### src/design/mul_pkg.sv
// coefficient multiplier package with datapath widths and the flow and grant encodings
package mul_pkg;

    // sample operand from the per-flow stream
    localparam int op_a_width = 18;

    // coefficient taken from the configuration word
    localparam int coeff_width = 9;

    // row and column counts of one block
    localparam int size_width = 7;

    // full signed product, op_a_width + coeff_width
    localparam int prod_width = 27;

    // state of a single flow
    typedef enum logic
    {
        // waiting for a configuration word
        FLOW_IDLE = 1'b0,
        // multiplying the samples of a block
        FLOW_WORK = 1'b1
    } flow_state_e;

    // action granted by the arbiter in one cycle
    typedef enum logic
    {
        // take a configuration word
        GRANT_LOAD = 1'b0,
        // multiply one sample
        GRANT_MUL  = 1'b1
    } grant_kind_e;

endpackage

### src/design/flow_arbiter.sv
// fixed-priority flow arbiter selecting one load or multiply action per cycle
module flow_arbiter #(
    parameter int num_flows = 2,
    localparam int tag_width = $clog2(num_flows)
) (
    input  logic [num_flows-1:0]  cfg_empty,
    input  logic [num_flows-1:0]  op_a_empty,
    input  logic [num_flows-1:0]  prod_full,
    input  logic [num_flows-1:0]  flow_busy,
    output logic                  grant_valid,
    output logic [tag_width-1:0]  grant_tag,
    output mul_pkg::grant_kind_e  grant_kind,
    output logic [num_flows-1:0]  cfg_read,
    output logic [num_flows-1:0]  op_a_read
);

    logic [num_flows-1:0] eligible;

    // a flow can move if idle with a config waiting,
    // or busy with a sample and room in its output queue
    always_comb
    begin
        for (int f = 0; f < num_flows; f++)
        begin
            eligible[f] = (!flow_busy[f] && !cfg_empty[f]) ||
                          (flow_busy[f] && !op_a_empty[f] && !prod_full[f]);
        end
    end

    // lowest index wins, so scan downward and let the last hit stand
    always_comb
    begin
        grant_valid = 1'b0;
        grant_tag   = '0;
        for (int f = num_flows - 1; f >= 0; f--)
        begin
            if (eligible[f])
            begin
                grant_valid = 1'b1;
                grant_tag   = tag_width'(f);
            end
        end
    end

    // busy flows multiply, idle flows load
    always_comb
    begin
        if (flow_busy[grant_tag])
        begin
            grant_kind = mul_pkg::GRANT_MUL;
        end
        else
        begin
            grant_kind = mul_pkg::GRANT_LOAD;
        end
    end

    // only the granted flow gets a strobe, on the queue its action needs
    always_comb
    begin
        cfg_read  = '0;
        op_a_read = '0;
        if (grant_valid)
        begin
            if (grant_kind == mul_pkg::GRANT_LOAD)
            begin
                cfg_read[grant_tag] = 1'b1;
            end
            else
            begin
                op_a_read[grant_tag] = 1'b1;
            end
        end
    end

endmodule

### src/design/flow_context.sv
// per-flow context store holding state, coefficient, block sizes and position counters
module flow_context #(
    parameter int num_flows = 2,
    localparam int tag_width = $clog2(num_flows)
) (
    input  logic                                    clk,
    input  logic                                    rst,
    input  logic                                    grant_valid,
    input  logic [tag_width-1:0]                    grant_tag,
    input  mul_pkg::grant_kind_e                    grant_kind,
    input  logic signed [mul_pkg::coeff_width-1:0]  cfg_coeff [num_flows],
    input  logic [mul_pkg::size_width-1:0]          cfg_rows [num_flows],
    input  logic [mul_pkg::size_width-1:0]          cfg_cols [num_flows],
    output logic [num_flows-1:0]                    flow_busy,
    output logic signed [mul_pkg::coeff_width-1:0]  sel_coeff,
    output logic                                    sel_last
);

    mul_pkg::flow_state_e                    state_q   [num_flows];
    logic signed [mul_pkg::coeff_width-1:0]  coeff_q   [num_flows];
    logic [mul_pkg::size_width-1:0]          rows_q    [num_flows];
    logic [mul_pkg::size_width-1:0]          cols_q    [num_flows];
    logic [mul_pkg::size_width-1:0]          col_cnt_q [num_flows];
    logic [mul_pkg::size_width-1:0]          row_cnt_q [num_flows];

    logic do_load;
    logic do_mul;
    logic col_wrap;
    logic row_wrap;

    assign do_load = grant_valid && (grant_kind == mul_pkg::GRANT_LOAD);
    assign do_mul  = grant_valid && (grant_kind == mul_pkg::GRANT_MUL);

    always_comb
    begin
        for (int f = 0; f < num_flows; f++)
        begin
            flow_busy[f] = (state_q[f] == mul_pkg::FLOW_WORK);
        end
    end

    // position of the granted flow inside its block
    assign col_wrap = (col_cnt_q[grant_tag] == cols_q[grant_tag] - mul_pkg::size_width'(1));
    assign row_wrap = (row_cnt_q[grant_tag] == rows_q[grant_tag] - mul_pkg::size_width'(1));

    assign sel_coeff = coeff_q[grant_tag];
    // last column of the last row ends the block
    assign sel_last  = col_wrap && row_wrap;

    // configuration fields, written only on a load
    always_ff @(posedge clk)
    begin
        if (do_load)
        begin
            coeff_q[grant_tag] <= cfg_coeff[grant_tag];
            rows_q[grant_tag]  <= cfg_rows[grant_tag];
            cols_q[grant_tag]  <= cfg_cols[grant_tag];
        end
    end

    // flow state and counters
    always_ff @(posedge clk)
    begin
        if (rst)
        begin
            for (int f = 0; f < num_flows; f++)
            begin
                state_q[f]   <= mul_pkg::FLOW_IDLE;
                col_cnt_q[f] <= '0;
                row_cnt_q[f] <= '0;
            end
        end
        else if (do_load)
        begin
            state_q[grant_tag]   <= mul_pkg::FLOW_WORK;
            col_cnt_q[grant_tag] <= '0;
            row_cnt_q[grant_tag] <= '0;
        end
        else if (do_mul)
        begin
            if (!col_wrap)
            begin
                col_cnt_q[grant_tag] <= col_cnt_q[grant_tag] + mul_pkg::size_width'(1);
            end
            else
            begin
                col_cnt_q[grant_tag] <= '0;
                if (!row_wrap)
                begin
                    row_cnt_q[grant_tag] <= row_cnt_q[grant_tag] + mul_pkg::size_width'(1);
                end
                else
                begin
                    // block done, wait for the next configuration
                    row_cnt_q[grant_tag] <= '0;
                    state_q[grant_tag]   <= mul_pkg::FLOW_IDLE;
                end
            end
        end
    end

endmodule

### src/design/product_unit.sv
// shared signed multiplier producing the tagged product write of the granted flow
module product_unit #(
    parameter int num_flows = 2,
    localparam int tag_width = $clog2(num_flows)
) (
    input  logic                                    grant_valid,
    input  logic [tag_width-1:0]                    grant_tag,
    input  mul_pkg::grant_kind_e                    grant_kind,
    input  logic signed [mul_pkg::op_a_width-1:0]   op_a_data [num_flows],
    input  logic signed [mul_pkg::coeff_width-1:0]  sel_coeff,
    input  logic                                    sel_last,
    output logic                                    prod_write,
    output logic [tag_width-1:0]                    prod_tag,
    output logic signed [mul_pkg::prod_width-1:0]   prod_data,
    output logic                                    prod_last
);

    logic signed [mul_pkg::op_a_width-1:0]  operand;
    logic signed [mul_pkg::prod_width-1:0]  operand_ext;
    logic signed [mul_pkg::prod_width-1:0]  coeff_ext;

    // sample of the flow being served
    assign operand = op_a_data[grant_tag];

    // sign extend both factors to the full product width first
    assign operand_ext = operand;
    assign coeff_ext   = sel_coeff;
    assign prod_data   = operand_ext * coeff_ext;

    assign prod_write = grant_valid && (grant_kind == mul_pkg::GRANT_MUL);
    assign prod_tag   = grant_tag;
    assign prod_last  = prod_write && sel_last;

endmodule

### src/design/coeff_mul_top.sv
// multi-flow coefficient multiplier sharing one 18x9 signed multiplier across flows
module coeff_mul_top #(
    parameter int num_flows = 2,
    localparam int tag_width = $clog2(num_flows)
) (
    input  logic                                    clk,
    input  logic                                    rst,

    // configuration queues
    input  logic [num_flows-1:0]                    cfg_empty,
    output logic [num_flows-1:0]                    cfg_read,
    input  logic signed [mul_pkg::coeff_width-1:0]  cfg_coeff [num_flows],
    input  logic [mul_pkg::size_width-1:0]          cfg_rows [num_flows],
    input  logic [mul_pkg::size_width-1:0]          cfg_cols [num_flows],

    // sample queues
    input  logic [num_flows-1:0]                    op_a_empty,
    output logic [num_flows-1:0]                    op_a_read,
    input  logic signed [mul_pkg::op_a_width-1:0]   op_a_data [num_flows],

    // output queues
    input  logic [num_flows-1:0]                    prod_full,
    output logic                                    prod_write,
    output logic [tag_width-1:0]                    prod_tag,
    output logic signed [mul_pkg::prod_width-1:0]   prod_data,
    output logic                                    prod_last
);

    logic                                    grant_valid;
    logic [tag_width-1:0]                    grant_tag;
    mul_pkg::grant_kind_e                    grant_kind;
    logic [num_flows-1:0]                    flow_busy;
    logic signed [mul_pkg::coeff_width-1:0]  sel_coeff;
    logic                                    sel_last;

    flow_arbiter #(
        .num_flows (num_flows)
    ) arbiter_i (
        .cfg_empty   (cfg_empty),
        .op_a_empty  (op_a_empty),
        .prod_full   (prod_full),
        .flow_busy   (flow_busy),
        .grant_valid (grant_valid),
        .grant_tag   (grant_tag),
        .grant_kind  (grant_kind),
        .cfg_read    (cfg_read),
        .op_a_read   (op_a_read)
    );

    flow_context #(
        .num_flows (num_flows)
    ) context_i (
        .clk         (clk),
        .rst         (rst),
        .grant_valid (grant_valid),
        .grant_tag   (grant_tag),
        .grant_kind  (grant_kind),
        .cfg_coeff   (cfg_coeff),
        .cfg_rows    (cfg_rows),
        .cfg_cols    (cfg_cols),
        .flow_busy   (flow_busy),
        .sel_coeff   (sel_coeff),
        .sel_last    (sel_last)
    );

    product_unit #(
        .num_flows (num_flows)
    ) product_i (
        .grant_valid (grant_valid),
        .grant_tag   (grant_tag),
        .grant_kind  (grant_kind),
        .op_a_data   (op_a_data),
        .sel_coeff   (sel_coeff),
        .sel_last    (sel_last),
        .prod_write  (prod_write),
        .prod_tag    (prod_tag),
        .prod_data   (prod_data),
        .prod_last   (prod_last)
    );

endmodule

### config.mk
export PLATFORM = sky130hd
export DESIGN_NAME = coeff_mul_top
export DESIGN_NICKNAME = d
export VERILOG_FILES = /design/src/design/mul_pkg.sv /design/src/design/flow_arbiter.sv /design/src/design/flow_context.sv /design/src/design/product_unit.sv /design/src/design/coeff_mul_top.sv
export SDC_FILE = /design/constraint.sdc
export NUM_CORES = 1
export LEC_CHECK = 0
export BUFFER_PORTS_ARGS = -buffer_cell sky130_fd_sc_hd__buf_2
export CORE_UTILIZATION = 30
export DETAILED_ROUTE_END_ITERATION = 6
export PLACE_DENSITY_LB_ADDON = 0.2
export SKIP_LAST_GASP = 1
export SYNTH_ARGS = -nofsm -noshare
export SYNTH_HDL_FRONTEND = slang
export SYNTH_SLANG_ARGS = --single-unit
### constraint.sdc
create_clock -name clk -period 10 [get_ports clk]
set_input_delay 1 -clock clk [delete_from_list [all_inputs] [get_ports clk]]
set_output_delay 1 -clock clk [all_outputs]
set_load 0.01 [all_outputs]
==> impl_metrics.env, run 1 <==
export IMPL_vias=7724
export IMPL_drc=0
export IMPL_clockBufferDepth=2
export IMPL_start_util_pct=30.7
export IMPL_grt_overflow=0
export IMPL_crit_type="input pin to primary output"
export IMPL_synth_nets=1362
export IMPL_r2r_slack_ns=5.80
export IMPL_cts_hold_buf=0
export IMPL_seq_area_frac_synth_pct=22.8
export IMPL_cpMostUsedCell="fa_1"
export IMPL_synth_xor_area_share_pct=6.45
export IMPL_async_flop_share_pct=0
export IMPL_slowest_stage="o311ai_0"
export IMPL_hold_path_class="register to register"
export IMPL_setup_viol=0
export IMPL_skew_ns=0.00810
export IMPL_numClockSinks=76
export IMPL_maxSlewHeadroom_pct=22.9
export IMPL_fin_crit_sh_pct=92.5
export IMPL_syn_inst=1079
export IMPL_avgViaCountPerCell=4.69
export IMPL_cts_setup_buffers=0
export IMPL_synth_common_cells="nand2_1 (238), fa_1 (133), nor2_1 (130), inv_1 (119), edfxtp_1 (76)"
export IMPL_end_kind="primary output"
export IMPL_drv_slew=0
export IMPL_cp_cell_sequence="buf_2 > or3b_1 > o221ai_4 > inv_2 > nand2_1 > nand2_1 > nand2_1 > fa_1 > inv_1 > fa_1 > fa_1 > fa_1 > inv_1 > fa_1 > inv_1 > ha_1 > o21ai_0 > o21a_1 > o311ai_0 > a21oi_1 > a21oi_1 > nand4_1 > o311ai_0 > buf_2"
export IMPL_fill_cells=3442
export IMPL_hpwl_mm=21.0
export IMPL_grt_use_total_pct=15.6
export IMPL_synth_area_mux_share_pct=3.82
export IMPL_postSynthAreaPerCell_um2=9.29
export IMPL_tns_ns=0
export IMPL_finalWirelength_mm=25.4
export IMPL_gp_congestion=0.845
export IMPL_worst_slew_pin_slew_ns=1.14
export IMPL_fp_dieH_um=185
export IMPL_grt_start_max_net_pins=51
export IMPL_ff_latch_area_um2=2280
export IMPL_synth_simple_area_share_pct=20.4
export IMPL_required_ns=9.00
export IMPL_wl_per_cell_um=15.4
export IMPL_critical_path_max_stage_delay_ns=0.73
export IMPL_grt_pass1_vias=7946
export IMPL_layout_nets=1482
export IMPL_cp_arrival_ns=8.25
export IMPL_die_x_um=185
export IMPL_synth_top_area_share_pct=26.6
export IMPL_synth_area_um2=10000
export IMPL_portBuffers=123
export IMPL_yosysWarnings=0
export IMPL_yosysTopAreaCell="fa_1"
export IMPL_dieArea_um2=34100
export IMPL_drtIter0Drc=405
export IMPL_core_area_um2=32700
export IMPL_yosys_area_share_adder_pct=34.1
export IMPL_synth_top_family_by_area="adder cells"
export IMPL_drive_above_1_share_pct=14.5
export IMPL_max_freq_mhz=108
export IMPL_multi_input_area_um2=7160
export IMPL_antenna_found_initial=1
export IMPL_min_period_ns=9.25
export IMPL_antenna_left=0
export IMPL_area_growth_pct=14.3
export IMPL_synth_ff_type="edfxtp_1"
export IMPL_yosysMostFrequentCell="nand2_1"
export IMPL_critPathLaunchType="input pin"
export IMPL_cp_max_fo=25
export IMPL_final_util_pct=35.0
export IMPL_root_buffer="clkbuf_16"
export IMPL_final_hold_viol_count=0
export IMPL_grt_first_pass_wirelength_mm=41.4
export IMPL_status="finished clean"
export IMPL_ys_ff_latch=76
export IMPL_cts_tree="built"
export IMPL_rows=66
export IMPL_h_tree_depth=3
export IMPL_ys_top_cells_by_area="fa_1 (27%), edfxtp_1 (23%), nand2_1 (8.9%), ha_1 (7.5%), nor2_1 (4.9%)"
export IMPL_worst_skew_pair_late_latency_ns=0.34
export IMPL_cts_clk_slew_worst_paths_ns=0.06
export IMPL_synth_distinct_cells=67
export IMPL_cts_resized=0
export IMPL_max_cap_violations=0
export IMPL_rsz0062_at_grt="false"
export IMPL_synth_compound_area_share_pct=6.43
export IMPL_diodes=0
export IMPL_firstDrtPassIters=5
export IMPL_cts_made_buffers=9
export IMPL_synth_edf_count=76
export IMPL_ios=124
[flip-flops by register name, indices dropped and copies added (netlist names)]
signal and flops:
context_i.rows_q 14, context_i.coeff_q 18, context_i.state_q 2, context_i.row_cnt_q 14, context_i.col_cnt_q 14, context_i.cols_q 14
[cell families after synthesis]
logic type,count (synthesis)
AND/OR/NAND/NOR,467
adder cells (fa/ha/maj),193
buffers and inverters,147
AO/OA/AOI/OAI,85
flip-flops,76
XOR/XNOR,73
multiplexers,38
[layout by cell type, fill, tap and decap left out, drive strengths merged, types with 3 or more instances in the layout]
cell    Yosys  layout
nand2     239     239
buf        16     136
fa        133     133
nor2      130     130
inv       120     120
edfxtp     76      76
ha         60      60
xnor2      53      53
mux2i      36      36
xor2       20      20
o21ai      19      19
a21oi      17      17
nand2b     16      16
nand3      13      13
clkbuf     11      11
nor2b      10      10
nor3       10      10
and3       10      10
and2        7       7
nand4       7       7
nor3b       7       7
o211ai      5       5
a31oi       5       5
or3         5       5
a211oi      5       5
o21a        4       4
a21o        4       4
o41ai       4       4
o31ai       4       4
nor4        3       3
nor4b       3       3
clkinv      0       3
o221ai      3       3
[worst paths after layout]
kind / start / endpoint / cells past startpoint
hold / removal: context_i.col_cnt_q[1][0] / context_i.col_cnt_q[1][0] / 1
setup / recovery: prod_full[0] / prod_data[23] / 24
setup reg to reg: context_i.state_q[0] / context_i.row_cnt_q[0][6] / 10
hold reg to reg: context_i.col_cnt_q[1][0] / context_i.col_cnt_q[1][0] / 1
[critical path, delay by kind of cell]
| family | cells | cell delay [ns] |
|---|---|---|
| compound gates | 7 | 2.35 |
| fa+ha+maj | 6 | 2.84 |
| simple gates | 5 | 1.15 |
| buf+inv | 6 | 0.88 |
[through the flow]
step	area, um^2	setup WS [ns]	hold WS, ns	std cells
floorplan	10000	1.82	0.586	1079
global placement	11200	0.894	0.623	1630
detailed placement	11200	0.708	0.626	1630
CTS	11500	0.718	0.652	1646
global route	11500	0.221	0.675	1646
finish	11500	0.750	0.651	1646
[layer usage]
metal  vias up  part of all wire, %  global-route usage [%]
met5         -                0.051                       0
met4         2                 0.98                    2.88
met3        19                  4.9                    2.08
met2       188                   48                    26.6
met1      3767                   46                    21.1
li1       3748                    -                       -
[layout make-up]
cell class,count,area share [%]
flip-flops and latches,76,19.9
multi-input cells,856,62.5
clock inverters,5,0.459
well taps,442,4.83
repair buffers,136,6.33
clock buffers,11,2.03
inverters,120,3.93
Power of run 1 is not shown: default switching activity piles up to over one toggle a cycle in this logic, so the estimate is an artifact.
==> run 2, diff against run 1 <==
SYNTH_HIERARCHICAL = 1   (was unset)
==> run 2 against run 1 <==
Against the previous run: critical path depth is 2 lower; clock skew is 0.0013 ns lower; die area rose by 0.60%; synthesized area grew 0.60%; sequential share of layout area increased by 0.061 points; register-to-register slack improved by 0.20 ns; core utilization fell by 0.20 points; first-iteration DRC count shrank 32%; routed wire length decreased by 6.9%; via count shrank 10%.
==> impl_metrics.env, run 2 <==
export IMPL_worst_skew_pair_late_latency_ns=0.34
export IMPL_syn_inst=937
export IMPL_async_flop_share_pct=0
export IMPL_diodes=0
export IMPL_synth_area_um2=10100
export IMPL_ys_ff_latch=76
export IMPL_area_growth_pct=13.3
export IMPL_tns_ns=0
export IMPL_drc=0
export IMPL_wl_per_cell_um=15.9
export IMPL_cts_hold_buf=0
export IMPL_synth_edf_count=76
export IMPL_avgViaCountPerCell=4.64
export IMPL_top_register="context_i/coeff_q"
export IMPL_fin_crit_sh_pct=83.6
export IMPL_numClockSinks=76
export IMPL_use_met1_pct=20.5
export IMPL_fin_area_um2=11400
export IMPL_cts_tree="built"
export IMPL_setup_viol=0
export IMPL_final_hold_viol_count=0
export IMPL_critPathLaunchType="input pin"
export IMPL_finalWirelength_mm=23.7
export IMPL_grt_pass1_vias=7330
export IMPL_vias=6919
export IMPL_mostFrequentLayoutCells="fa_1 (133), buf_2 (123), inv_1 (94)"
export IMPL_synth_top_area_share_pct=26.4
export IMPL_postSynthAreaPerCell_um2=10.8
export IMPL_grt_busiest_layer="met2"
export IMPL_synth_common_cells="fa_1 (133), inv_1 (94), nand2_1 (87), edfxtp_1 (76), and2_1 (72)"
export IMPL_cts_made_buffers=9
export IMPL_grt_start_max_net_pins=90
export IMPL_drtIter0Drc=276
export IMPL_hpwl_mm=19.2
export IMPL_ys_top_cells_by_area="fa_1 (26%), edfxtp_1 (23%), ha_1 (7.4%), mux2_2 (5.7%), and2_1 (4.5%)"
export IMPL_synth_nets=1220
export IMPL_yosysWarnings=6
export IMPL_antenna_left=0
export IMPL_final_common_cell="fa_1"
export IMPL_synth_ff_type="edfxtp_1"
export IMPL_fp_dieH_um=185
export IMPL_drive_above_1_share_pct=22.3
export IMPL_layout_nets=1328
export IMPL_cp_cell_sequence="buf_2 > or3b_4 > a211oi_4 > buf_12 > mux2_2 > nand2_1 > fa_1 > inv_1 > fa_1 > inv_1 > fa_1 > inv_1 > fa_1 > fa_1 > ha_1 > a21o_1 > a21oi_2 > a31oi_2 > o211ai_2 > nor3b_1 > xnor2_1 > buf_2"
export IMPL_dieArea_um2=34300
export IMPL_cp_arrival_ns=7.36
export IMPL_grt_first_pass_wirelength_mm=39.1
export IMPL_crit_type="input pin to primary output"
export IMPL_core_area_um2=32800
export IMPL_ios=124
export IMPL_status="finished clean"
export IMPL_rsz0062_at_grt="false"
export IMPL_critical_path_max_stage_delay_ns=0.55
export IMPL_crit_buf_inv=6
export IMPL_worst_slew_pin_slew_ns=0.710
export IMPL_r2r_slack_ns=6.00
export IMPL_synth_distinct_cells=86
export IMPL_rows=66
export IMPL_hold_path_class="register to register"
export IMPL_end_kind="primary output"
export IMPL_required_ns=9.00
export IMPL_maxSlewHeadroom_pct=52.4
export IMPL_yosysMostFrequentCell="fa_1"
export IMPL_cpMostUsedCell="fa_1"
export IMPL_gp_congestion=0.769
export IMPL_max_freq_mhz=120
export IMPL_root_buffer="clkbuf_16"
export IMPL_max_cap_violations=0
export IMPL_grtUsageMet3_pct=1.97
export IMPL_die_x_um=185
export IMPL_firstDrtPassIters=4
export IMPL_crit_family="adder cells"
export IMPL_cts_setup_buffers=0
export IMPL_cp_max_fo=89
export IMPL_start_util_pct=30.8
export IMPL_grt_use_total_pct=14.7
export IMPL_seq_area_frac_synth_pct=22.6
export IMPL_h_tree_depth=3
export IMPL_largest_reg_flops=18
export IMPL_yosysTopAreaCell="fa_1"
export IMPL_drv_slew=0
export IMPL_cts_resized=0
export IMPL_place_area_um2=11100
export IMPL_portBuffers=123
export IMPL_clockBufferDepth=2
export IMPL_skew_ns=0.00677
export IMPL_grt_overflow=0
export IMPL_cts_clk_slew_worst_paths_ns=0.06
export IMPL_slowest_stage="fa_1"
export IMPL_antenna_found_initial=0
export IMPL_min_period_ns=8.36
export IMPL_grt_util_met2_pct=24.6
run 2: cell count changes after synthesis, moves of 5 or more:
cell	previous run	this run
and3_1	9	14
mux2_2	2	51
nor4_1	3	12
nor2b_1	10	16
nor2_1	130	39
mux2i_1	36	23
nand2_1	238	87
and2_1	7	72
inv_1	119	94
xnor2_1	52	42
nand2b_1	16	7
xor2_1	20	27
run 2: worst reg2reg max path: cells and delay by family, from the launching register on:
| family | cells | cell delay, ns |
|---|---|---|
| flops | 1 | 0.40 |
| fa+ha+maj | 1 | 0.24 |
| mux | 1 | 0.30 |
| buf+inv | 2 | 0.66 |
| compound gates | 4 | 0.99 |
| simple gates | 3 | 1.11 |
run 2: per-layer routing:
metal	vias up	wire length, um
li1	3376	-
met5	-	0
met1	3439	11600
met2	92	11200
met3	12	636
met4	0	240
run 2: per-stage QoR:
stage / setup WS [ns] / util [%] / instances / hold WS [ns]
global placement: 1.67 / 33.9 / 1476 / 0.601
CTS: 1.65 / 34.8 / 1491 / 0.617
finish: 1.64 / 34.8 / 1491 / 0.615
floorplan: 1.39 / - / 937 / 0.572
detailed placement: 1.67 / 33.9 / 1476 / 0.609
global route: 1.27 / 34.8 / 1491 / 0.651
run 2: final timing paths:
check                       startpoint                        end  cells past startpoint
max                       prod_full[1]              prod_data[22]                     22
min          context_i/col_cnt_q[1][0]  context_i/col_cnt_q[1][0]                      1
max reg2reg       context_i/state_q[1]  context_i/row_cnt_q[1][1]                     11
min reg2reg  context_i/col_cnt_q[1][0]  context_i/col_cnt_q[1][0]                      1
run 2: cells by family after synthesis:
group	count (synthesis)	share of synthesized area, %
adder cells (fa/ha/maj)	193	33.9
AO/OA/AOI/OAI	96	7.48
XOR/XNOR	69	5.99
AND/OR/NAND/NOR	299	16.2
buffers and inverters	129	5.74
flip-flops	76	22.6
multiplexers	75	8.13
run 2: area by class of cell:
type                            count  area [um^2]
Fill cell                        3402        21400
Timing Repair Buffer              131          688
Multi-Input combinational cell    732         7230
Clock buffer                        9          225
Inverter                           95          362
Tap cell                          442          553
Clock inverter                      6         80.1
Sequential cell                    76         2280
Power of run 2 is left out for the same reason.
==> run 3, diff against run 2 <==
clock period = 8.6 ns   (was 10 ns; I/O delays follow)
==> run 3 against run 2 <==
Against the previous run: die area did not move; core utilization rose by 0.080 points; final cell count rose by 0.40%; global-route usage rose by 0.54 points; worst setup slack got worse by 1.1 ns; via count rose by 1.5%; critical path depth fell by 1; largest cell class unchanged; highest routed layer unchanged.
==> impl_metrics.env, run 3 (synthesized netlist as in run 2, its figures left out) <==
export IMPL_diodes=0
export IMPL_start_util_pct=30.8
export IMPL_setup_viol=0
export IMPL_antenna_found_initial=0
export IMPL_max_freq_mhz=124
export IMPL_hold_path_class="register to register"
export IMPL_worst_slew_pin_slew_ns=0.647
export IMPL_avgViaCountPerCell=4.69
export IMPL_final_hold_viol_count=0
export IMPL_grt_start_max_net_pins=32
export IMPL_grt_use_total_pct=15.3
export IMPL_multi_input_area_um2=7230
export IMPL_fill_cells=3353
export IMPL_core_area_um2=32800
export IMPL_cts_setup_buffers=0
export IMPL_maxSlewHeadroom_pct=56.6
export IMPL_crit_cells=21
export IMPL_required_ns=7.74
export IMPL_crit_buf_inv=5
export IMPL_firstDrtPassIters=4
export IMPL_drc=0
export IMPL_cts_resized=0
export IMPL_cp_arrival_ns=7.23
export IMPL_ios=124
export IMPL_top_register="context_i/coeff_q"
export IMPL_area_growth_pct=13.6
export IMPL_critPathLaunchType="input pin"
export IMPL_fp_dieH_um=185
export IMPL_cts_hold_buf=0
export IMPL_numClockSinks=76
export IMPL_whs_path_depth=1
export IMPL_rsz0062_at_grt="false"
export IMPL_portBuffers=123
export IMPL_grt_overflow=0
export IMPL_hpwl_mm=19.7
export IMPL_fin_crit_sh_pct=94.0
export IMPL_cts_tree="built"
export IMPL_end_kind="primary output"
export IMPL_antenna_left=0
export IMPL_top_layer="met4"
export IMPL_worst_skew_pair_late_latency_ns=0.34
export IMPL_cp_cell_sequence="buf_2 > or3b_4 > a211oi_4 > buf_4 > mux2_2 > and2_1 > fa_1 > fa_1 > inv_1 > fa_1 > inv_1 > fa_1 > fa_1 > ha_1 > a21o_1 > a21oi_2 > a31oi_2 > o211ai_2 > nor3b_1 > xnor2_1 > buf_2"
export IMPL_cts_clk_slew_worst_paths_ns=0.05
export IMPL_min_period_ns=8.09
export IMPL_wirelength_met1_mm=11.8
export IMPL_layout_nets=1333
export IMPL_root_buffer="clkbuf_16"
export IMPL_tns_ns=0
export IMPL_cpMostUsedCell="fa_1"
export IMPL_vias=7024
export IMPL_ff_latch_area_um2=2280
export IMPL_wl_met3_um=553
export IMPL_grt_first_pass_wirelength_mm=40.5
export IMPL_wl_per_cell_um=16.3
export IMPL_final_common_cell="fa_1"
export IMPL_status="finished clean"
export IMPL_met2_length_mm=11.7
export IMPL_critical_path_max_stage_delay_ns=0.54
export IMPL_cts_made_buffers=9
export IMPL_r2r_cells=12
export IMPL_skew_ns=0.00634
export IMPL_slowest_stage="a211oi_4"
export IMPL_gp_congestion=0.820
export IMPL_drive_above_1_share_pct=22.7
export IMPL_crit_type="input pin to primary output"
export IMPL_clockBufferDepth=2
export IMPL_die_x_um=185
export IMPL_mostFrequentLayoutCells="fa_1 (133), buf_2 (123), inv_1 (94)"
export IMPL_cp_max_fo=17
export IMPL_dieArea_um2=34300
export IMPL_grt_pass1_vias=7531
export IMPL_crit_family="adder cells"
export IMPL_h_tree_depth=3
export IMPL_rows=66
export IMPL_drv_slew=0
export IMPL_max_cap_violations=0
export IMPL_finalWirelength_mm=24.4
export IMPL_drtIter0Drc=312
export IMPL_largest_reg_flops=18
-- run 3: final timing paths --
check                              end                       from  slack [ns]
max                      prod_data[22]               prod_full[1]        0.51
min          context_i/col_cnt_q[0][0]  context_i/col_cnt_q[0][0]        0.63
max reg2reg  context_i/row_cnt_q[0][3]       context_i/state_q[1]        4.16
min reg2reg  context_i/col_cnt_q[0][0]  context_i/col_cnt_q[0][0]        0.63
-- run 3: area by class of cell --
cell class | instances | area share, %
clock inverter | 7 | 0.710
multi-input combinational | 732 | 63.2
clock buffer | 9 | 1.97
timing repair buffer | 136 | 6.23
inverter | 95 | 3.16
sequential | 76 | 19.9
tap | 442 | 4.83
-- run 3: layer usage --
layer  up-vias  global-route usage (%)
li1       3382                       -
met1      3518                    21.1
met2       106                    25.5
met3        18                    1.57
met4         0                    3.70
met5         -                       0
-- run 3: per-stage QoR --
| stage | util, % | setup WS [ns] | hold WS [ns] | cells | instance area [um^2] |
|---|---|---|---|---|---|
| final | 34.9 | 0.514 | 0.634 | 1497 | 11500 |
| after global routing | 34.9 | 0.150 | 0.662 | 1497 | 11500 |
| after CTS | 34.9 | 0.474 | 0.642 | 1497 | 11500 |
| after detailed placement | 34.0 | 0.506 | 0.633 | 1481 | 11100 |
| after global placement | 34.0 | 0.527 | 0.637 | 1481 | 11100 |
| after floorplan | - | 0.265 | 0.572 | 937 | 10100 |
-- run 3: worst register-to-register path: stages (launching register included) --
cell and delay (ns):
edfxtp_1 0.37, or3b_4 0.42, a211oi_4 0.54, buf_4 0.31, buf_4 0.37, mux2i_1 0.26, ha_1 0.25, o21ai_0 0.16
a32o_1 0.24, nor3_2 0.24, nand2_2 0.44, o21ai_0 0.31, buf_4 0.23
Power of run 3 is left out for the same reason.
